===== src/rtl/tft_pkg.sv =====
package tft_pkg;

  // panel geometry, landscape 320 x 240
  localparam logic [8:0] SCREEN_W = 9'd320;
  localparam logic [8:0] SCREEN_H = 9'd240;

  // pixel coordinates
  typedef logic [8:0]  coord_x_t;
  typedef logic [7:0]  coord_y_t;

  // rgb565, red in the top five bits
  typedef logic [15:0] color_t;

  // one byte on the 8080 data bus
  typedef logic [7:0]  tft_byte_t;

  // up to 320 * 240 = 76800 pixels
  typedef logic [16:0] pixel_count_t;

  // one fill request, bounds inclusive
  typedef struct packed {
    coord_x_t x_start;
    coord_x_t x_end;
    coord_y_t y_start;
    coord_y_t y_end;
    color_t   color;
  } rect_t;

  // byte plus its command/data flag
  // cd high means data, low means command
  typedef struct packed {
    logic      cd;
    tft_byte_t data;
  } bus_word_t;

  // panel command set
  localparam tft_byte_t CMD_SWRESET   = 8'h01;
  localparam tft_byte_t CMD_DISPOFF   = 8'h28;
  localparam tft_byte_t CMD_COLMOD    = 8'h3A;
  localparam tft_byte_t COLMOD_RGB565 = 8'h55;
  localparam tft_byte_t CMD_SLPOUT    = 8'h11;
  localparam tft_byte_t CMD_DISPON    = 8'h29;
  localparam tft_byte_t CMD_CASET     = 8'h2A;
  localparam tft_byte_t CMD_PASET     = 8'h2B;
  localparam tft_byte_t CMD_RAMWR     = 8'h2C;

  // command sequencer
  typedef enum logic [3:0] {
    SEQ_INIT_WORD,
    SEQ_INIT_WAIT,
    SEQ_IDLE,
    SEQ_COL_CMD,
    SEQ_COL_DATA,
    SEQ_ROW_CMD,
    SEQ_ROW_DATA,
    SEQ_MEM_CMD,
    SEQ_PIXEL
  } seq_state_t;

  // bus writer strobe phases
  typedef enum logic [1:0] {
    BUS_IDLE,
    BUS_LOW,
    BUS_HIGH
  } bus_state_t;

endpackage


===== src/rtl/rect_queue.sv =====
`timescale 1ns/1ps

module rect_queue #(
  parameter int QUEUE_DEPTH = 4
) (
  input  logic           clk,
  input  logic           arst_n,
  input  logic           req_valid,
  input  tft_pkg::rect_t req,
  input  logic           take,
  output tft_pkg::rect_t head,
  output logic           head_valid,
  output logic           credit_return
);

  // pointer and occupancy widths
  localparam int PW = (QUEUE_DEPTH > 1) ? $clog2(QUEUE_DEPTH) : 1;
  localparam int CW = $clog2(QUEUE_DEPTH + 1);
  localparam logic [PW-1:0] PTR_LAST = PW'(QUEUE_DEPTH - 1);
  localparam logic [CW-1:0] CNT_FULL = CW'(QUEUE_DEPTH);

  tft_pkg::rect_t mem [QUEUE_DEPTH];

  logic [PW-1:0] wr_ptr;
  logic [PW-1:0] rd_ptr;
  logic [CW-1:0] count;
  logic          full;
  logic          push;
  logic          pop;

  assign full       = (count == CNT_FULL);
  assign head_valid = (count != '0);
  assign head       = mem[rd_ptr];

  // credits keep the sender off a full queue
  assign push = req_valid && !full;
  assign pop  = take && head_valid;

  // request storage
  always_ff @(posedge clk) begin
    if (push) begin
      mem[wr_ptr] <= req;
    end
  end

  // circular pointers, wrap works for any depth
  always_ff @(posedge clk or negedge arst_n) begin
    if (!arst_n) begin
      wr_ptr <= '0;
      rd_ptr <= '0;
    end else begin
      if (push) begin
        wr_ptr <= (wr_ptr == PTR_LAST) ? '0 : wr_ptr + 1'b1;
      end
      if (pop) begin
        rd_ptr <= (rd_ptr == PTR_LAST) ? '0 : rd_ptr + 1'b1;
      end
    end
  end

  // occupancy
  always_ff @(posedge clk or negedge arst_n) begin
    if (!arst_n) begin
      count <= '0;
    end else begin
      case ({push, pop})
        2'b10:   count <= count + 1'b1;
        2'b01:   count <= count - 1'b1;
        default: count <= count;
      endcase
    end
  end

  // one credit back per entry handed on, one cycle late
  always_ff @(posedge clk or negedge arst_n) begin
    if (!arst_n) begin
      credit_return <= 1'b0;
    end else begin
      credit_return <= pop;
    end
  end

  // sender spent a credit it did not hold
  a_no_push_full: assert property (
    @(posedge clk) disable iff (!arst_n) req_valid |-> !full
  );

  // sequencer only starts a rectangle that is there
  a_no_take_empty: assert property (
    @(posedge clk) disable iff (!arst_n) take |-> head_valid
  );

  // ordered bounds, inside the panel
  a_req_bounds: assert property (
    @(posedge clk) disable iff (!arst_n)
    req_valid |-> (req.x_start <= req.x_end) && (req.x_end < tft_pkg::SCREEN_W) &&
                  (req.y_start <= req.y_end) && ({1'b0, req.y_end} < tft_pkg::SCREEN_H)
  );

endmodule


===== src/rtl/tft_sequencer.sv =====
`timescale 1ns/1ps

module tft_sequencer #(
  parameter int INIT_DELAY = 250000
) (
  input  logic               clk,
  input  logic               arst_n,
  input  tft_pkg::rect_t     head,
  input  logic               head_valid,
  input  logic               word_ready,
  output logic               take,
  output tft_pkg::bus_word_t word,
  output logic               word_valid,
  output logic               init_done
);

  // delay counter runs 0 .. INIT_DELAY-1
  localparam int DW = (INIT_DELAY > 1) ? $clog2(INIT_DELAY) : 1;
  localparam logic [DW-1:0] DELAY_LAST = DW'(INIT_DELAY - 1);
  // index of the display on word
  localparam logic [2:0] INIT_LAST = 3'd5;

  tft_pkg::seq_state_t   state;
  tft_pkg::bus_word_t    init_word;
  tft_pkg::rect_t        cur;
  tft_pkg::coord_x_t     rect_w;
  tft_pkg::coord_y_t     rect_h;
  tft_pkg::pixel_count_t rect_pixels;
  tft_pkg::pixel_count_t pix_left;
  logic [2:0]            init_idx;
  logic [1:0]            sub;
  logic [DW-1:0]         delay_cnt;
  logic                  moved;
  logic                  init_pause;

  assign moved = word_valid && word_ready;

  // power-up command list
  always_comb begin
    init_word.cd = 1'b0;
    case (init_idx)
      3'd0:    init_word.data = tft_pkg::CMD_SWRESET;
      3'd1:    init_word.data = tft_pkg::CMD_DISPOFF;
      3'd2:    init_word.data = tft_pkg::CMD_COLMOD;
      3'd3: begin
        // pixel format argument
        init_word.cd   = 1'b1;
        init_word.data = tft_pkg::COLMOD_RGB565;
      end
      3'd4:    init_word.data = tft_pkg::CMD_SLPOUT;
      default: init_word.data = tft_pkg::CMD_DISPON;
    endcase
  end

  // panel needs a pause after soft reset and sleep out
  assign init_pause = !init_word.cd &&
                      ((init_word.data == tft_pkg::CMD_SWRESET) ||
                       (init_word.data == tft_pkg::CMD_SLPOUT));

  // inclusive size of the waiting rectangle
  assign rect_w      = head.x_end - head.x_start + 1'b1;
  assign rect_h      = head.y_end - head.y_start + 1'b1;
  assign rect_pixels = tft_pkg::pixel_count_t'(rect_w) * tft_pkg::pixel_count_t'(rect_h);

  // start a rectangle as soon as one waits
  assign take = (state == tft_pkg::SEQ_IDLE) && head_valid;

  // outgoing word, held until accepted
  always_comb begin
    word.cd    = 1'b1;
    word.data  = '0;
    word_valid = 1'b1;
    case (state)
      tft_pkg::SEQ_INIT_WORD: word = init_word;
      tft_pkg::SEQ_COL_CMD: begin
        word.cd   = 1'b0;
        word.data = tft_pkg::CMD_CASET;
      end
      tft_pkg::SEQ_COL_DATA: begin
        // panel is rotated, columns run along y
        case (sub)
          2'd1:    word.data = cur.y_start;
          2'd3:    word.data = cur.y_end;
          default: word.data = '0;
        endcase
      end
      tft_pkg::SEQ_ROW_CMD: begin
        word.cd   = 1'b0;
        word.data = tft_pkg::CMD_PASET;
      end
      tft_pkg::SEQ_ROW_DATA: begin
        // x needs nine bits, msb goes in its own byte
        case (sub)
          2'd0:    word.data = {7'b0, cur.x_start[8]};
          2'd1:    word.data = cur.x_start[7:0];
          2'd2:    word.data = {7'b0, cur.x_end[8]};
          default: word.data = cur.x_end[7:0];
        endcase
      end
      tft_pkg::SEQ_MEM_CMD: begin
        word.cd   = 1'b0;
        word.data = tft_pkg::CMD_RAMWR;
      end
      tft_pkg::SEQ_PIXEL: begin
        // high byte first
        word.data = sub[0] ? cur.color[7:0] : cur.color[15:8];
      end
      default: word_valid = 1'b0;
    endcase
  end

  // rectangle under way
  always_ff @(posedge clk) begin
    if (take) begin
      cur <= head;
    end
  end

  always_ff @(posedge clk or negedge arst_n) begin
    if (!arst_n) begin
      state     <= tft_pkg::SEQ_INIT_WORD;
      init_idx  <= '0;
      sub       <= '0;
      delay_cnt <= '0;
      pix_left  <= '0;
      init_done <= 1'b0;
    end else begin
      case (state)
        tft_pkg::SEQ_INIT_WORD: begin
          if (moved) begin
            if (init_idx == INIT_LAST) begin
              // display on taken, panel is up
              init_done <= 1'b1;
              state     <= tft_pkg::SEQ_IDLE;
            end else if (init_pause) begin
              delay_cnt <= '0;
              state     <= tft_pkg::SEQ_INIT_WAIT;
            end else begin
              init_idx <= init_idx + 1'b1;
            end
          end
        end
        tft_pkg::SEQ_INIT_WAIT: begin
          if (delay_cnt == DELAY_LAST) begin
            init_idx <= init_idx + 1'b1;
            state    <= tft_pkg::SEQ_INIT_WORD;
          end else begin
            delay_cnt <= delay_cnt + 1'b1;
          end
        end
        tft_pkg::SEQ_IDLE: begin
          if (take) begin
            pix_left <= rect_pixels;
            state    <= tft_pkg::SEQ_COL_CMD;
          end
        end
        tft_pkg::SEQ_COL_CMD: begin
          if (moved) begin
            sub   <= '0;
            state <= tft_pkg::SEQ_COL_DATA;
          end
        end
        tft_pkg::SEQ_COL_DATA: begin
          if (moved) begin
            sub <= sub + 1'b1;
            if (sub == 2'd3) begin
              state <= tft_pkg::SEQ_ROW_CMD;
            end
          end
        end
        tft_pkg::SEQ_ROW_CMD: begin
          if (moved) begin
            sub   <= '0;
            state <= tft_pkg::SEQ_ROW_DATA;
          end
        end
        tft_pkg::SEQ_ROW_DATA: begin
          if (moved) begin
            sub <= sub + 1'b1;
            if (sub == 2'd3) begin
              state <= tft_pkg::SEQ_MEM_CMD;
            end
          end
        end
        tft_pkg::SEQ_MEM_CMD: begin
          if (moved) begin
            sub   <= '0;
            state <= tft_pkg::SEQ_PIXEL;
          end
        end
        tft_pkg::SEQ_PIXEL: begin
          if (moved) begin
            sub <= sub + 1'b1;
            // count pixels on the low byte
            if (sub[0]) begin
              if (pix_left == tft_pkg::pixel_count_t'(1)) begin
                state <= tft_pkg::SEQ_IDLE;
              end else begin
                pix_left <= pix_left - 1'b1;
              end
            end
          end
        end
        default: state <= tft_pkg::SEQ_INIT_WORD;
      endcase
    end
  end

  // offered word must not change under back-pressure
  a_word_stable: assert property (
    @(posedge clk) disable iff (!arst_n)
    word_valid && !word_ready |=> word_valid && $stable(word)
  );

endmodule


===== src/rtl/bus_writer.sv =====
`timescale 1ns/1ps

module bus_writer (
  input  logic               clk,
  input  logic               arst_n,
  input  tft_pkg::bus_word_t word,
  input  logic               word_valid,
  output logic               word_ready,
  output logic               cs,
  output logic               cd,
  output logic               wr,
  output tft_pkg::tft_byte_t data
);

  tft_pkg::bus_state_t state;

  // new word only once the last strobe is done
  assign word_ready = (state == tft_pkg::BUS_IDLE);

  always_ff @(posedge clk or negedge arst_n) begin
    if (!arst_n) begin
      state <= tft_pkg::BUS_IDLE;
      cs    <= 1'b1;
      cd    <= 1'b1;
      wr    <= 1'b1;
      data  <= '0;
    end else begin
      case (state)
        tft_pkg::BUS_IDLE: begin
          if (word_valid) begin
            // select panel, drive byte, pull strobe low
            cs    <= 1'b0;
            cd    <= word.cd;
            data  <= word.data;
            wr    <= 1'b0;
            state <= tft_pkg::BUS_LOW;
          end
        end
        tft_pkg::BUS_LOW: begin
          // panel latches here
          wr    <= 1'b1;
          state <= tft_pkg::BUS_HIGH;
        end
        tft_pkg::BUS_HIGH: begin
          // data held one more cycle, then deselect
          cs    <= 1'b1;
          state <= tft_pkg::BUS_IDLE;
        end
        default: begin
          cs    <= 1'b1;
          wr    <= 1'b1;
          state <= tft_pkg::BUS_IDLE;
        end
      endcase
    end
  end

  // strobe only while selected
  a_wr_in_cs: assert property (
    @(posedge clk) disable iff (!arst_n) !wr |-> !cs
  );

endmodule


===== src/rtl/tft_top.sv =====
`timescale 1ns/1ps

module tft_top #(
  parameter int QUEUE_DEPTH = 4,
  parameter int INIT_DELAY  = 250000
) (
  input  logic               clk,
  input  logic               arst_n,
  input  logic               req_valid,
  input  tft_pkg::rect_t     req,
  output logic               credit_return,
  output logic               init_done,
  output logic               cs,
  output logic               cd,
  output logic               wr,
  output tft_pkg::tft_byte_t data
);

  // queue head towards sequencer
  tft_pkg::rect_t     head;
  logic               head_valid;
  logic               take;

  // byte stream towards bus writer
  tft_pkg::bus_word_t word;
  logic               word_valid;
  logic               word_ready;

  // credit-bounded request FIFO
  rect_queue #(
    .QUEUE_DEPTH (QUEUE_DEPTH)
  ) u_rect_queue (
    .clk           (clk),
    .arst_n        (arst_n),
    .req_valid     (req_valid),
    .req           (req),
    .take          (take),
    .head          (head),
    .head_valid    (head_valid),
    .credit_return (credit_return)
  );

  // power-up and rectangle expansion
  tft_sequencer #(
    .INIT_DELAY (INIT_DELAY)
  ) u_tft_sequencer (
    .clk        (clk),
    .arst_n     (arst_n),
    .head       (head),
    .head_valid (head_valid),
    .word_ready (word_ready),
    .take       (take),
    .word       (word),
    .word_valid (word_valid),
    .init_done  (init_done)
  );

  // 8080 write strobes to the pins
  bus_writer u_bus_writer (
    .clk        (clk),
    .arst_n     (arst_n),
    .word       (word),
    .word_valid (word_valid),
    .word_ready (word_ready),
    .cs         (cs),
    .cd         (cd),
    .wr         (wr),
    .data       (data)
  );

endmodule


===== config.mk =====
export PLATFORM = sky130hd
export DESIGN_NAME = tft_top
export DESIGN_NICKNAME = d
export VERILOG_FILES = /design/src/rtl/tft_pkg.sv /design/src/rtl/rect_queue.sv /design/src/rtl/tft_sequencer.sv /design/src/rtl/bus_writer.sv /design/src/rtl/tft_top.sv
export SDC_FILE = /design/constraint.sdc
export NUM_CORES = 1
export LEC_CHECK = 0
export CAP_MARGIN = 20
export CORE_MARGIN = 10
export CORE_UTILIZATION = 69
export DETAILED_ROUTE_END_ITERATION = 8
export DONT_BUFFER_PORTS = 1
export GPL_ROUTABILITY_DRIVEN = 0
export PLACE_DENSITY = 0.85
export SYNTH_ARGS = -nofsm -noshare
export SYNTH_HDL_FRONTEND = slang
export SYNTH_SLANG_ARGS = --single-unit

===== constraint.sdc =====
create_clock -name clk -period 18.4 [get_ports clk]
set_input_delay 1.84 -clock clk [delete_from_list [all_inputs] [get_ports clk]]
set_output_delay 1.84 -clock clk [all_outputs]
set_load 0.005 [all_outputs]

==> run_results.csv, run 1 <==
group,metric,value,unit
outcome,outcome,"finished, final reports clean",
finish,n_antenna_cell,0,
sta,report.final.hold_viol_count,0,
sta,finalSetupTns,0,ns
clocking,clockBufferDepth,3,
worst_hold_path,whs_endpoint,"u_bus_writer.wr$_DFFE_PN1P_",
clocking,cts_root_buf,"clkbuf_16",
finish,layout-drive-gt1-share,10.5,%
yosys,synthTopCellsByArea,"edfxtp_1 (47%), dfrtp_1 (9.9%), mux4_2 (7.0%), ha_1 (6.5%), fa_1 (5.6%)",
clocking,path_clk_slew,0.06,ns
yosys,synth_area,0.0160,mm2
placement,dp_hpwl,22900,um
die,fp.dieArea,0.0297,mm2
yosys,synth_nets,1374,
yosys,synth-main-ff-cell,"edfxtp_1",
sta,max_slew_margin,21.4,%
clocking,cts-buffers-inserted,34,
clocking,clock_sinks,316,
yosys,synth_edf_count,250,
finish,synthToLayoutAreaGrowth,8.23,%
drt,routed_wl,38800,um
drt,drc,0,
yosys,ys_async_sr_fraction,20.9,%
worst_hold_path,hold_start,"u_bus_writer.wr$_DFFE_PN1P_",
clocking,clock_latency,0.53,ns
die,io_pins,66,
yosys,synth_area_leader_cell,"edfxtp_1",
yosys,synth_xor_area_share,1.70,%
yosys,syn-instance-count,1193,
yosys,synth_mux_area_share,7.82,%
yosys,synth_cell_types,73,
setup_path,rr_worst_depth,24,
yosys,synthTopCellsByCount,"edfxtp_1 (250), inv_1 (102), nor2_1 (98)",
setup_path,r2r-end,"u_tft_sequencer.pix_left[16]$_DFFE_PN0P_",
setup_path,cp_cell_sequence,"buf_16, mux4_2, inv_1, ha_1, ha_1, o21ai_0, nor2_1, o21a_1, o41ai_1, xnor2_1, and2_1, fa_1, fa_1, fa_1, inv_1, fa_1, inv_1, ha_1, a211oi_1, nand2_1, o211ai_1, o21ai_0, xnor2_1, a221o_1",
clocking,cts_tree,"yes",
yosys,synth.most_common_cell,"edfxtp_1",
die,row_count,55,
yosys,synth_compound_area_share,8.60,%
die,start_util,70.4,%
setup_path,cp_max_fo,35,
yosys,synth_top_area_share,47.0,%
sta,finalClockSkew,0.0277,ns
yosys,synth_top_family_by_area,"adder cells",
drt,dr.pass1.iters,6,
clocking,cts_resized,0,
sta,setup_violations,0,
sta,clock.fmax,0.125,GHz
yosys,syn_avg_cell_area,13.4,um2
yosys,synth-seq-cells,316,
drt,drtAntennaViolNets,0,
clocking,htreeDepth,2,
drt,viasPerCell,6.90,
yosys,synth-simple-area-share,8.84,%
global_routing,grt_max_degree,67,
sta,finalCritPeriodShare,43.4,%
die,fp.dieW,172,um
drt,dr_total_vias,10300,
die,die_height,172,um
worst_hold_path,hold_class,"reg -> reg",
setup_path,cp_top_family,"adder cells",
run,cap_viol_max_count,0,
global_routing,first_global_vias,10600,
setup_path,r2r-start,"u_rect_queue.rd_ptr[0]$_DFFE_PN0P_",
setup_path,critPathRequiredTime,18.79,ns
setup_path,cp_slowest_stage_delay,0.68,ns
setup_path,crit_arrival,8.37,ns
sta,fin_crit,7.98,ns
finish,fin_nets,1375,
drt,drt-wirelength-per-cell,25.9,um
die,core,0.0227,mm2
yosys,ys_warn_count,0,
sta,tightest_slew,1.17,ns
sta,slew_violations,0,
setup_path,critPathMostFrequentCell,"fa_1",
global_routing,grt.total_usage,26.9,%
global_routing,gr-total-overflow,0,
setup_path,endpoint_kind,"flop",
drt,drtIter0Drc,1478,
global_routing,antenna_found_initial,0,
placement,io_buffer_count,0,
setup_path,startpoint_type,"flop",
yosys,synth_fa_ha_area_share,12.1,%
sta,rsz0062_at_grt,"false",
setup_path,crit_buf_inv,4,
setup_path,critPathSlowestCell,"dfrtp_4",
global_routing,grt_pass1_wl,60600,um
clocking,postCtsSetupBuffers,0,
setup_path,ff2ff_setup_slack,10.42,ns
worst_hold_path,min_path_cells,2,
yosys,ys_seq_area_share,57.3,%
clocking,hold_buffers,0,
setup_path,critical_path_class,"reg -> reg",
placed cells by master (no fill, tap or decap), types with 6 or more instances in the layout:
| cell | count |
|---|---|
| clkinv_1 | 7 |
| nand3_1 | 9 |
| o21ai_0 | 59 |
| inv_1 | 101 |
| buf_4 | 9 |
| o21ai_1 | 10 |
| a22oi_1 | 7 |
| a21o_1 | 9 |
| edfxtp_1 | 250 |
| or2_2 | 6 |
| xor2_1 | 13 |
| nand2_1 | 72 |
| a31oi_1 | 14 |
| nand4_1 | 10 |
| nor2b_1 | 11 |
| clkbuf_1 | 6 |
| o31ai_1 | 6 |
| xnor2_1 | 18 |
| o22ai_1 | 13 |
| a21oi_1 | 43 |
| mux4_2 | 50 |
| a221o_1 | 6 |
| fa_1 | 45 |
| nor4_1 | 9 |
| or3_1 | 6 |
| clkbuf_16 | 34 |
| nor3_1 | 19 |
| and2_1 | 16 |
| mux2i_1 | 9 |
| ha_1 | 83 |
| nor2_1 | 98 |
| nand2b_1 | 10 |
| a211oi_1 | 8 |
| dfrtp_1 | 61 |
flip-flops by register name, indices dropped and copies added, names as in the netlist, 2 cells and up:
register / cells
u_tft_sequencer.init_idx: 3
u_tft_sequencer.state: 4
u_rect_queue.rd_ptr: 2
u_rect_queue.count: 3
u_bus_writer.state: 2
u_tft_sequencer.delay_cnt: 18
u_rect_queue.wr_ptr: 2
u_tft_sequencer.cur: 50
u_bus_writer.data: 8
u_tft_sequencer.sub: 2
u_tft_sequencer.pix_left: 17
u_rect_queue.mem: 200
worst min-delay path, delay by kind of cell, from the launching register on:
family           cells  cell delay [ns]
flip-flops           1             0.38
AND/OR/NAND/NOR      2             0.12
area by class of cell:
type	count	area, um2
Clock buffer	41	887
Fill cell	1235	5410
Tap cell	285	357
Clock inverter	16	154
Multi-Input combinational cell	730	6260
Timing Repair Buffer	10	95.1
Sequential cell	316	9170
Inverter	102	383
worst max-delay path by stage:
stage / from / cells past startpoint / slack (ns) / to
global route: u_rect_queue.rd_ptr[0]$_DFFE_PN0P_ / 26 / 9.87 / u_tft_sequencer.pix_left[16]$_DFFE_PN0P_
floorplan: u_rect_queue.rd_ptr[0]$_DFFE_PN0P_ / 28 / 10.85 / u_tft_sequencer.pix_left[16]$_DFFE_PN0P_
finish: u_rect_queue.rd_ptr[0]$_DFFE_PN0P_ / 24 / 10.42 / u_tft_sequencer.pix_left[16]$_DFFE_PN0P_
detailed placement: u_rect_queue.rd_ptr[0]$_DFFE_PN0P_ / 25 / 10.41 / u_tft_sequencer.pix_left[16]$_DFFE_PN0P_
global placement: u_rect_queue.rd_ptr[0]$_DFFE_PN0P_ / 25 / 10.58 / u_tft_sequencer.pix_left[16]$_DFFE_PN0P_
CTS: u_rect_queue.rd_ptr[0]$_DFFE_PN0P_ / 25 / 10.31 / u_tft_sequencer.pix_left[16]$_DFFE_PN0P_
per-layer routing:
metal  track usage, %  vias to the layer above  part of all wire, %
li1                 -                     4411                    -
met1             33.7                     5114                   36
met2             43.1                      680                   49
met3             6.57                      142                  9.8
met4             13.6                        0                  5.3
met5                0                        -                    0
through the flow:
stage	setup WS [ns]	hold WS [ns]	cell area (um2)	cells	util, %
6_report	10.42	0.500	17300	1500	76.2
5_1_grt	9.87	0.525	17300	1500	76.2
4_1_cts	10.31	0.505	17300	1499	76.1
3_5_place_dp	10.41	0.487	16200	1442	71.5
3_3_place_gp	10.58	0.471	16200	1442	71.5
2_1_floorplan	10.85	0.443	16000	1193	-
cells by family after synthesis:
group,count (synthesis)
DFF,316
and+or+nand+nor,292
AOI/OAI and AO/OA,217
buffers and inverters,147
adders and majority gates,128
muxes,62
xor gates and xnor gates,31
Power of run 1 is not shown: default switching activity piles up to over one toggle a cycle in this logic, so the estimate is an artifact.
==> inputs of run 2 (changes only) <==
- CORE_UTILIZATION: 69 -> 64
- PLACE_DENSITY: 0.85 -> 0.8
- clock period: 18.4 -> 8.24 ns (I/O delays scaled with it)
==> run_results.csv, run 2 (synthesis gave the netlist of run 1 again) <==
group,metric,value,unit
finish,layout-drive-gt1-share,12.0,%
setup_path,crit_arrival,8.20,ns
sta,tightest_slew,0.985,ns
worst_hold_path,hold_class,"in -> async",
sta,report.final.hold_viol_count,0,
global_routing,antenna_found_initial,0,
sta,finalCritPeriodShare,94.1,%
die,start_util,65.4,%
sta,slew_violations,0,
drt,dr_total_vias,10000,
sta,finalSetupTns,0,ns
finish,fin_nets,1380,
clocking,cts_tree,"yes",
finish,largest_registers,"u_rect_queue.mem: 200 flops, u_tft_sequencer.cur: 50 flops, u_tft_sequencer.delay_cnt: 18 flops",
clocking,clock_sinks,316,
setup_path,critical_path_class,"reg -> reg",
setup_path,cp_top_family,"adder cells",
setup_path,cp_max_fo,28,
die,core,0.0245,mm2
clocking,cts_root_buf,"clkbuf_16",
sta,finalClockSkew,0.0405,ns
setup_path,crit_buf_inv,4,
die,die_height,178,um
drt,drt-wirelength-per-cell,23.3,um
finish,final_common_cell,"edfxtp_1",
global_routing,grt.total_usage,23.1,%
finish,regMostFlops,"u_rect_queue.mem",
finish,largest_reg_flops,200,
finish,fillers,1517,
clocking,clock_latency,0.60,ns
sta,clock.fmax,0.129,GHz
clocking,cts_resized,0,
setup_path,endpoint_kind,"flop",
run,cap_viol_max_count,0,
setup_path,startpoint_type,"flop",
clocking,htreeDepth,1,
setup_path,rr_worst_depth,24,
clocking,clockBufferDepth,3,
clocking,path_clk_slew,0.06,ns
setup_path,critPathRequiredTime,8.69,ns
global_routing,grt_max_degree,64,
clocking,cts-buffers-inserted,31,
setup_path,cp_cell_sequence,"buf_4, mux4_2, inv_1, ha_1, ha_1, a211oi_1, nor2_1, o21a_1, o41ai_1, xnor2_1, and2_1, fa_1, fa_1, fa_1, inv_1, fa_1, inv_1, ha_1, a21o_1, nand2b_1, o221ai_1, a21oi_1, xor2_1, a221o_1",
drt,drtIter0Drc,1152,
drt,dr.pass1.iters,7,
outcome,outcome,"finished, final reports clean",
sta,rsz0062_at_grt,"false",
setup_path,cp_slowest_stage_delay,0.89,ns
placement,dp_hpwl,22500,um
die,io_pins,66,
finish,n_antenna_cell,0,
drt,routed_wl,36100,um
global_routing,first_global_vias,10300,
finish,synthToLayoutAreaGrowth,8.85,%
placement,io_buffer_count,0,
sta,fin_crit,7.76,ns
global_routing,grt_pass1_wl,57000,um
setup_path,critPathSlowestCell,"dfrtp_2",
drt,viasPerCell,6.47,
drt,drtAntennaViolNets,0,
sta,setup_violations,0,
setup_path,cp_num_cells,24,
die,fp.dieW,178,um
finish,most-common-layout-cells,"edfxtp_1 (250), inv_1 (101), nor2_1 (98)",
drt,drc,0,
setup_path,critPathMostFrequentCell,"fa_1",
die,fp.dieArea,0.0317,mm2
die,row_count,57,
sta,max_slew_margin,33.8,%
global_routing,gr-total-overflow,0,
-- run 2: changes by cell type in the layout (fill, tap and decap cells not counted) --
cell | before | now
clkinvlp_4 | 1 | 10
buf_4 | 9 | 16
clkbuf_1 | 6 | 1
clkinv_1 | 7 | 2
clkinv_2 | 3 | 7
clkbuf_16 | 34 | 31
buf_12 | 0 | 1
clkinv_8 | 1 | 0
inv_6 | 0 | 1
inv_8 | 0 | 1
-- run 2: per-stage QoR --
stage | std cells | hold WS [ns] | instance area (um2) | utilization [%] | worst slack (ns)
4_1_cts | 1547 | 0.0830 | 17400 | 71.1 | 0.453
3_3_place_gp | 1488 | 0.472 | 16300 | 66.8 | 0.686
5_1_grt | 1548 | 0.0799 | 17400 | 71.1 | 0.00129
3_5_place_dp | 1488 | 0.488 | 16300 | 66.8 | 0.526
6_report | 1548 | 0.101 | 17400 | 71.1 | 0.484
2_1_floorplan | 1193 | 0.443 | 16000 | - | 0.694
-- run 2: final cells by class --
type | instances | area (um2) | share of cell area, %
sequential | 316 | 9170 | 52.7
multi-input combinational | 730 | 6260 | 36.0
clock buffer | 33 | 793 | 4.56
tap | 324 | 405 | 2.33
inverter | 102 | 383 | 2.20
clock inverter | 25 | 226 | 1.30
timing repair buffer | 18 | 168 | 0.963
-- run 2: what timing repair did --
action                     CTS  global route
setup endpoints to repair    0             4
hold endpoints to repair    63             0
buffers inserted             0             1
hold buffers                 1             0
-- run 2: routing by layer --
| metal | up-vias | global-route usage (%) | part of all wire (%) |
|---|---|---|---|
| met5 | - | 0 | 0 |
| met2 | 480 | 38.7 | 50 |
| met1 | 5038 | 28.8 | 38 |
| li1 | 4411 | - | - |
| met4 | 0 | 10.3 | 4.4 |
| met3 | 86 | 4.76 | 7.8 |
-- run 2: worst register-to-register path, stage by stage, from the launching register on --
cell and delay (ns):
dfrtp_2 0.89, buf_4 0.35, mux4_2 0.36, inv_1 0.10
ha_1 0.28, ha_1 0.34, a211oi_1 0.25, nor2_1 0.08
o21a_1 0.20, o41ai_1 0.50, xnor2_1 0.29, and2_1 0.24
fa_1 0.51, fa_1 0.44, fa_1 0.55, inv_1 0.05
fa_1 0.52, inv_1 0.04, ha_1 0.33, a21o_1 0.21
nand2b_1 0.16, o221ai_1 0.31, a21oi_1 0.14, xor2_1 0.16
a221o_1 0.34
-- run 2: final timing paths --
check | slack, ns | end | start
setup reg to reg | 0.48 | u_tft_sequencer.pix_left[13]$_DFFE_PN0P_ | u_rect_queue.rd_ptr[1]$_DFFE_PN0P_
max in group asynchronous | 7.80 | u_rect_queue.rd_ptr[0]$_DFFE_PN0P_ | arst_n
setup / recovery | 0.48 | u_tft_sequencer.pix_left[13]$_DFFE_PN0P_ | u_rect_queue.rd_ptr[1]$_DFFE_PN0P_
hold reg to reg | 0.50 | u_tft_sequencer.delay_cnt[16]$_DFFE_PN0P_ | u_tft_sequencer.delay_cnt[16]$_DFFE_PN0P_
hold / removal | 0.10 | u_bus_writer.cd$_DFFE_PN1P_ | arst_n
min in group clk | 0.31 | u_rect_queue.mem[1][49]$_DFFE_PP_ | req[49]
Power of run 2 is left out for the same reason.
==> inputs of run 3 (changes only) <==
- CORE_MARGIN: 10 -> 5
==> run_results.csv, run 3 (synthesis gave the netlist of run 1 again) <==
group,metric,value,unit
finish,n_antenna_cell,0,
finish,fin_nets,1382,
drt,drt-wirelength-per-cell,22.8,um
drt,drtIter0Drc,1193,
clocking,cts_tree,"yes",
die,start_util,65.4,%
finish,final_core_util,71.3,%
drt,dr.pass1.iters,5,
setup_path,cp_slowest_stage_delay,0.67,ns
sta,tightest_slew,0.928,ns
finish,synthToLayoutAreaGrowth,9.16,%
clocking,clock_latency,0.57,ns
setup_path,critical_path_class,"reg -> reg",
global_routing,grt.total_usage,25.0,%
die,io_pins,66,
placement,postPlaceCellArea,0.0163,mm2
drt,drc,0,
global_routing,grt_pass1_wl,55300,um
sta,setup_violations,0,
setup_path,ff2ff_setup_slack,0.72,ns
worst_hold_path,hold_class,"in -> async",
finish,layout-drive-gt1-share,11.6,%
clocking,cts_root_buf,"clkbuf_16",
setup_path,cp-startpoint,"u_rect_queue.rd_ptr[0]$_DFFE_PN0P_",
finish,most-common-layout-cells,"edfxtp_1 (250), inv_1 (101), nor2_1 (98)",
outcome,outcome,"finished, final reports clean",
sta,clock.fmax,0.133,GHz
sta,max_slew_margin,38.2,%
sta,fin_crit,7.52,ns
placement,io_buffer_count,0,
setup_path,crit_path_end,"u_tft_sequencer.pix_left[16]$_DFFE_PN0P_",
setup_path,rr_worst_depth,23,
global_routing,grt_max_degree,64,
finish,fillers,1506,
clocking,htreeDepth,1,
run,cap_viol_max_count,0,
setup_path,startpoint_type,"flop",
finish,regMostFlops,"u_rect_queue.mem",
setup_path,endpoint_kind,"flop",
drt,viasPerCell,6.39,
clocking,cts_resized,0,
die,row_count,57,
drt,drtAntennaViolNets,0,
setup_path,critPathSlowestCell,"dfrtp_4",
global_routing,gr-total-overflow,0,
die,die_height,168,um
sta,finalCritPeriodShare,91.3,%
finish,final_common_cell,"edfxtp_1",
clocking,cts-buffers-inserted,31,
placement,dp_hpwl,22300,um
setup_path,r2r-end,"u_tft_sequencer.pix_left[16]$_DFFE_PN0P_",
sta,rsz0062_at_grt,"false",
sta,finalClockSkew,0.0163,ns
die,core,0.0245,mm2
global_routing,first_global_vias,10000,
setup_path,cp_cell_sequence,"mux4_2, ha_1, ha_1, a21o_1, a21oi_1, o21bai_1, a21oi_1, xor2_1, or2_2, fa_1, fa_1, inv_1, fa_1, inv_1, fa_1, inv_1, ha_1, o21ai_0, nand2_1, o211ai_1, o21ai_0, xnor2_1, a221o_1",
setup_path,r2r-start,"u_rect_queue.rd_ptr[0]$_DFFE_PN0P_",
drt,routed_wl,35300,um
setup_path,cp_max_fo,16,
sta,finalSetupTns,0,ns
setup_path,critPathRequiredTime,8.68,ns
setup_path,crit_arrival,7.96,ns
finish,largest_reg_flops,200,
finish,largest_registers,"u_rect_queue.mem: 200 flops, u_tft_sequencer.cur: 50 flops, u_tft_sequencer.delay_cnt: 18 flops",
finish,final_area,0.0175,mm2
sta,slew_violations,0,
clocking,clock_sinks,316,
sta,report.final.hold_viol_count,0,
global_routing,antenna_found_initial,0,
clocking,clockBufferDepth,3,
drt,dr_total_vias,9899,
die,fp.dieArea,0.0282,mm2
clocking,path_clk_slew,0.06,ns
die,fp.dieW,168,um
setup_path,critPathMostFrequentCell,"fa_1",
[run 3: cell types whose count changed in the layout (fill, tap and decap cells not counted), sizes merged]
cell | previous run | this run
buf | 18 | 20
clkinvlp | 10 | 4
clkbuf | 33 | 40
clkinv | 10 | 6
bufinv | 2 | 4
[run 3: cell type report]
class	instances	area, um2	area share, %
multi-input combinational	730	6260	35.9
sequential	316	9170	52.5
inverter	102	383	2.19
tap	324	405	2.32
timing repair buffer	20	183	1.05
clock inverter	17	214	1.23
clock buffer	40	840	4.81
[run 3: metrics by stage]
| step | hold WS (ns) | setup slack [ns] | instances |
|---|---|---|---|
| 2_1_floorplan | 0.443 | 0.694 | 1193 |
| 3_3_place_gp | 0.466 | 0.822 | 1490 |
| 3_5_place_dp | 0.480 | 0.591 | 1490 |
| 4_1_cts | 0.0730 | 0.496 | 1548 |
| 5_1_grt | 0.0664 | 0.195 | 1549 |
| 6_report | 0.0939 | 0.718 | 1549 |
[run 3: worst max-delay path: cells and delay by family, from the launching register on]
kind	cells	cell delay, ns
AOI/OAI and AO/OA	8	1.84
xor gates and xnor gates	2	0.76
adders and majority gates	7	3.04
buffers and inverters	3	0.16
DFF	1	0.67
muxes	1	0.58
and+or+nand+nor	2	0.32
[run 3: how the worst min path moves through the flow]
stage / start / end / slack, ns / cells after the start
finish: arst_n / u_bus_writer.cd$_DFFE_PN1P_ / 0.09 / 0
detailed placement: u_tft_sequencer.delay_cnt[17]$_DFFE_PN0P_ / u_tft_sequencer.delay_cnt[17]$_DFFE_PN0P_ / 0.48 / 1
CTS: arst_n / u_bus_writer.cd$_DFFE_PN1P_ / 0.07 / 0
global placement: u_tft_sequencer.delay_cnt[16]$_DFFE_PN0P_ / u_tft_sequencer.delay_cnt[16]$_DFFE_PN0P_ / 0.47 / 1
floorplan: u_tft_sequencer.delay_cnt[16]$_DFFE_PN0P_ / u_tft_sequencer.delay_cnt[16]$_DFFE_PN0P_ / 0.44 / 1
global route: arst_n / u_bus_writer.cd$_DFFE_PN1P_ / 0.07 / 0
[run 3: repair_timing]
item / 4_1_cts / 5_1_grt
setup buffers: 0 / 1
hold buffers: 1 / 0
hold endpoints to repair: 63 / 0
endpoints found under the setup margin: 0 / 1
[run 3: routing by layer]
metal | vias up | track usage, % | wire, um
met1 | 4922 | 32.5 | 13500
met5 | - | 0 | 0
met3 | 79 | 5.89 | 3010
li1 | 4417 | - | -
met2 | 481 | 41.0 | 17200
met4 | 0 | 10.6 | 1630
Power of run 3 is left out for the same reason.
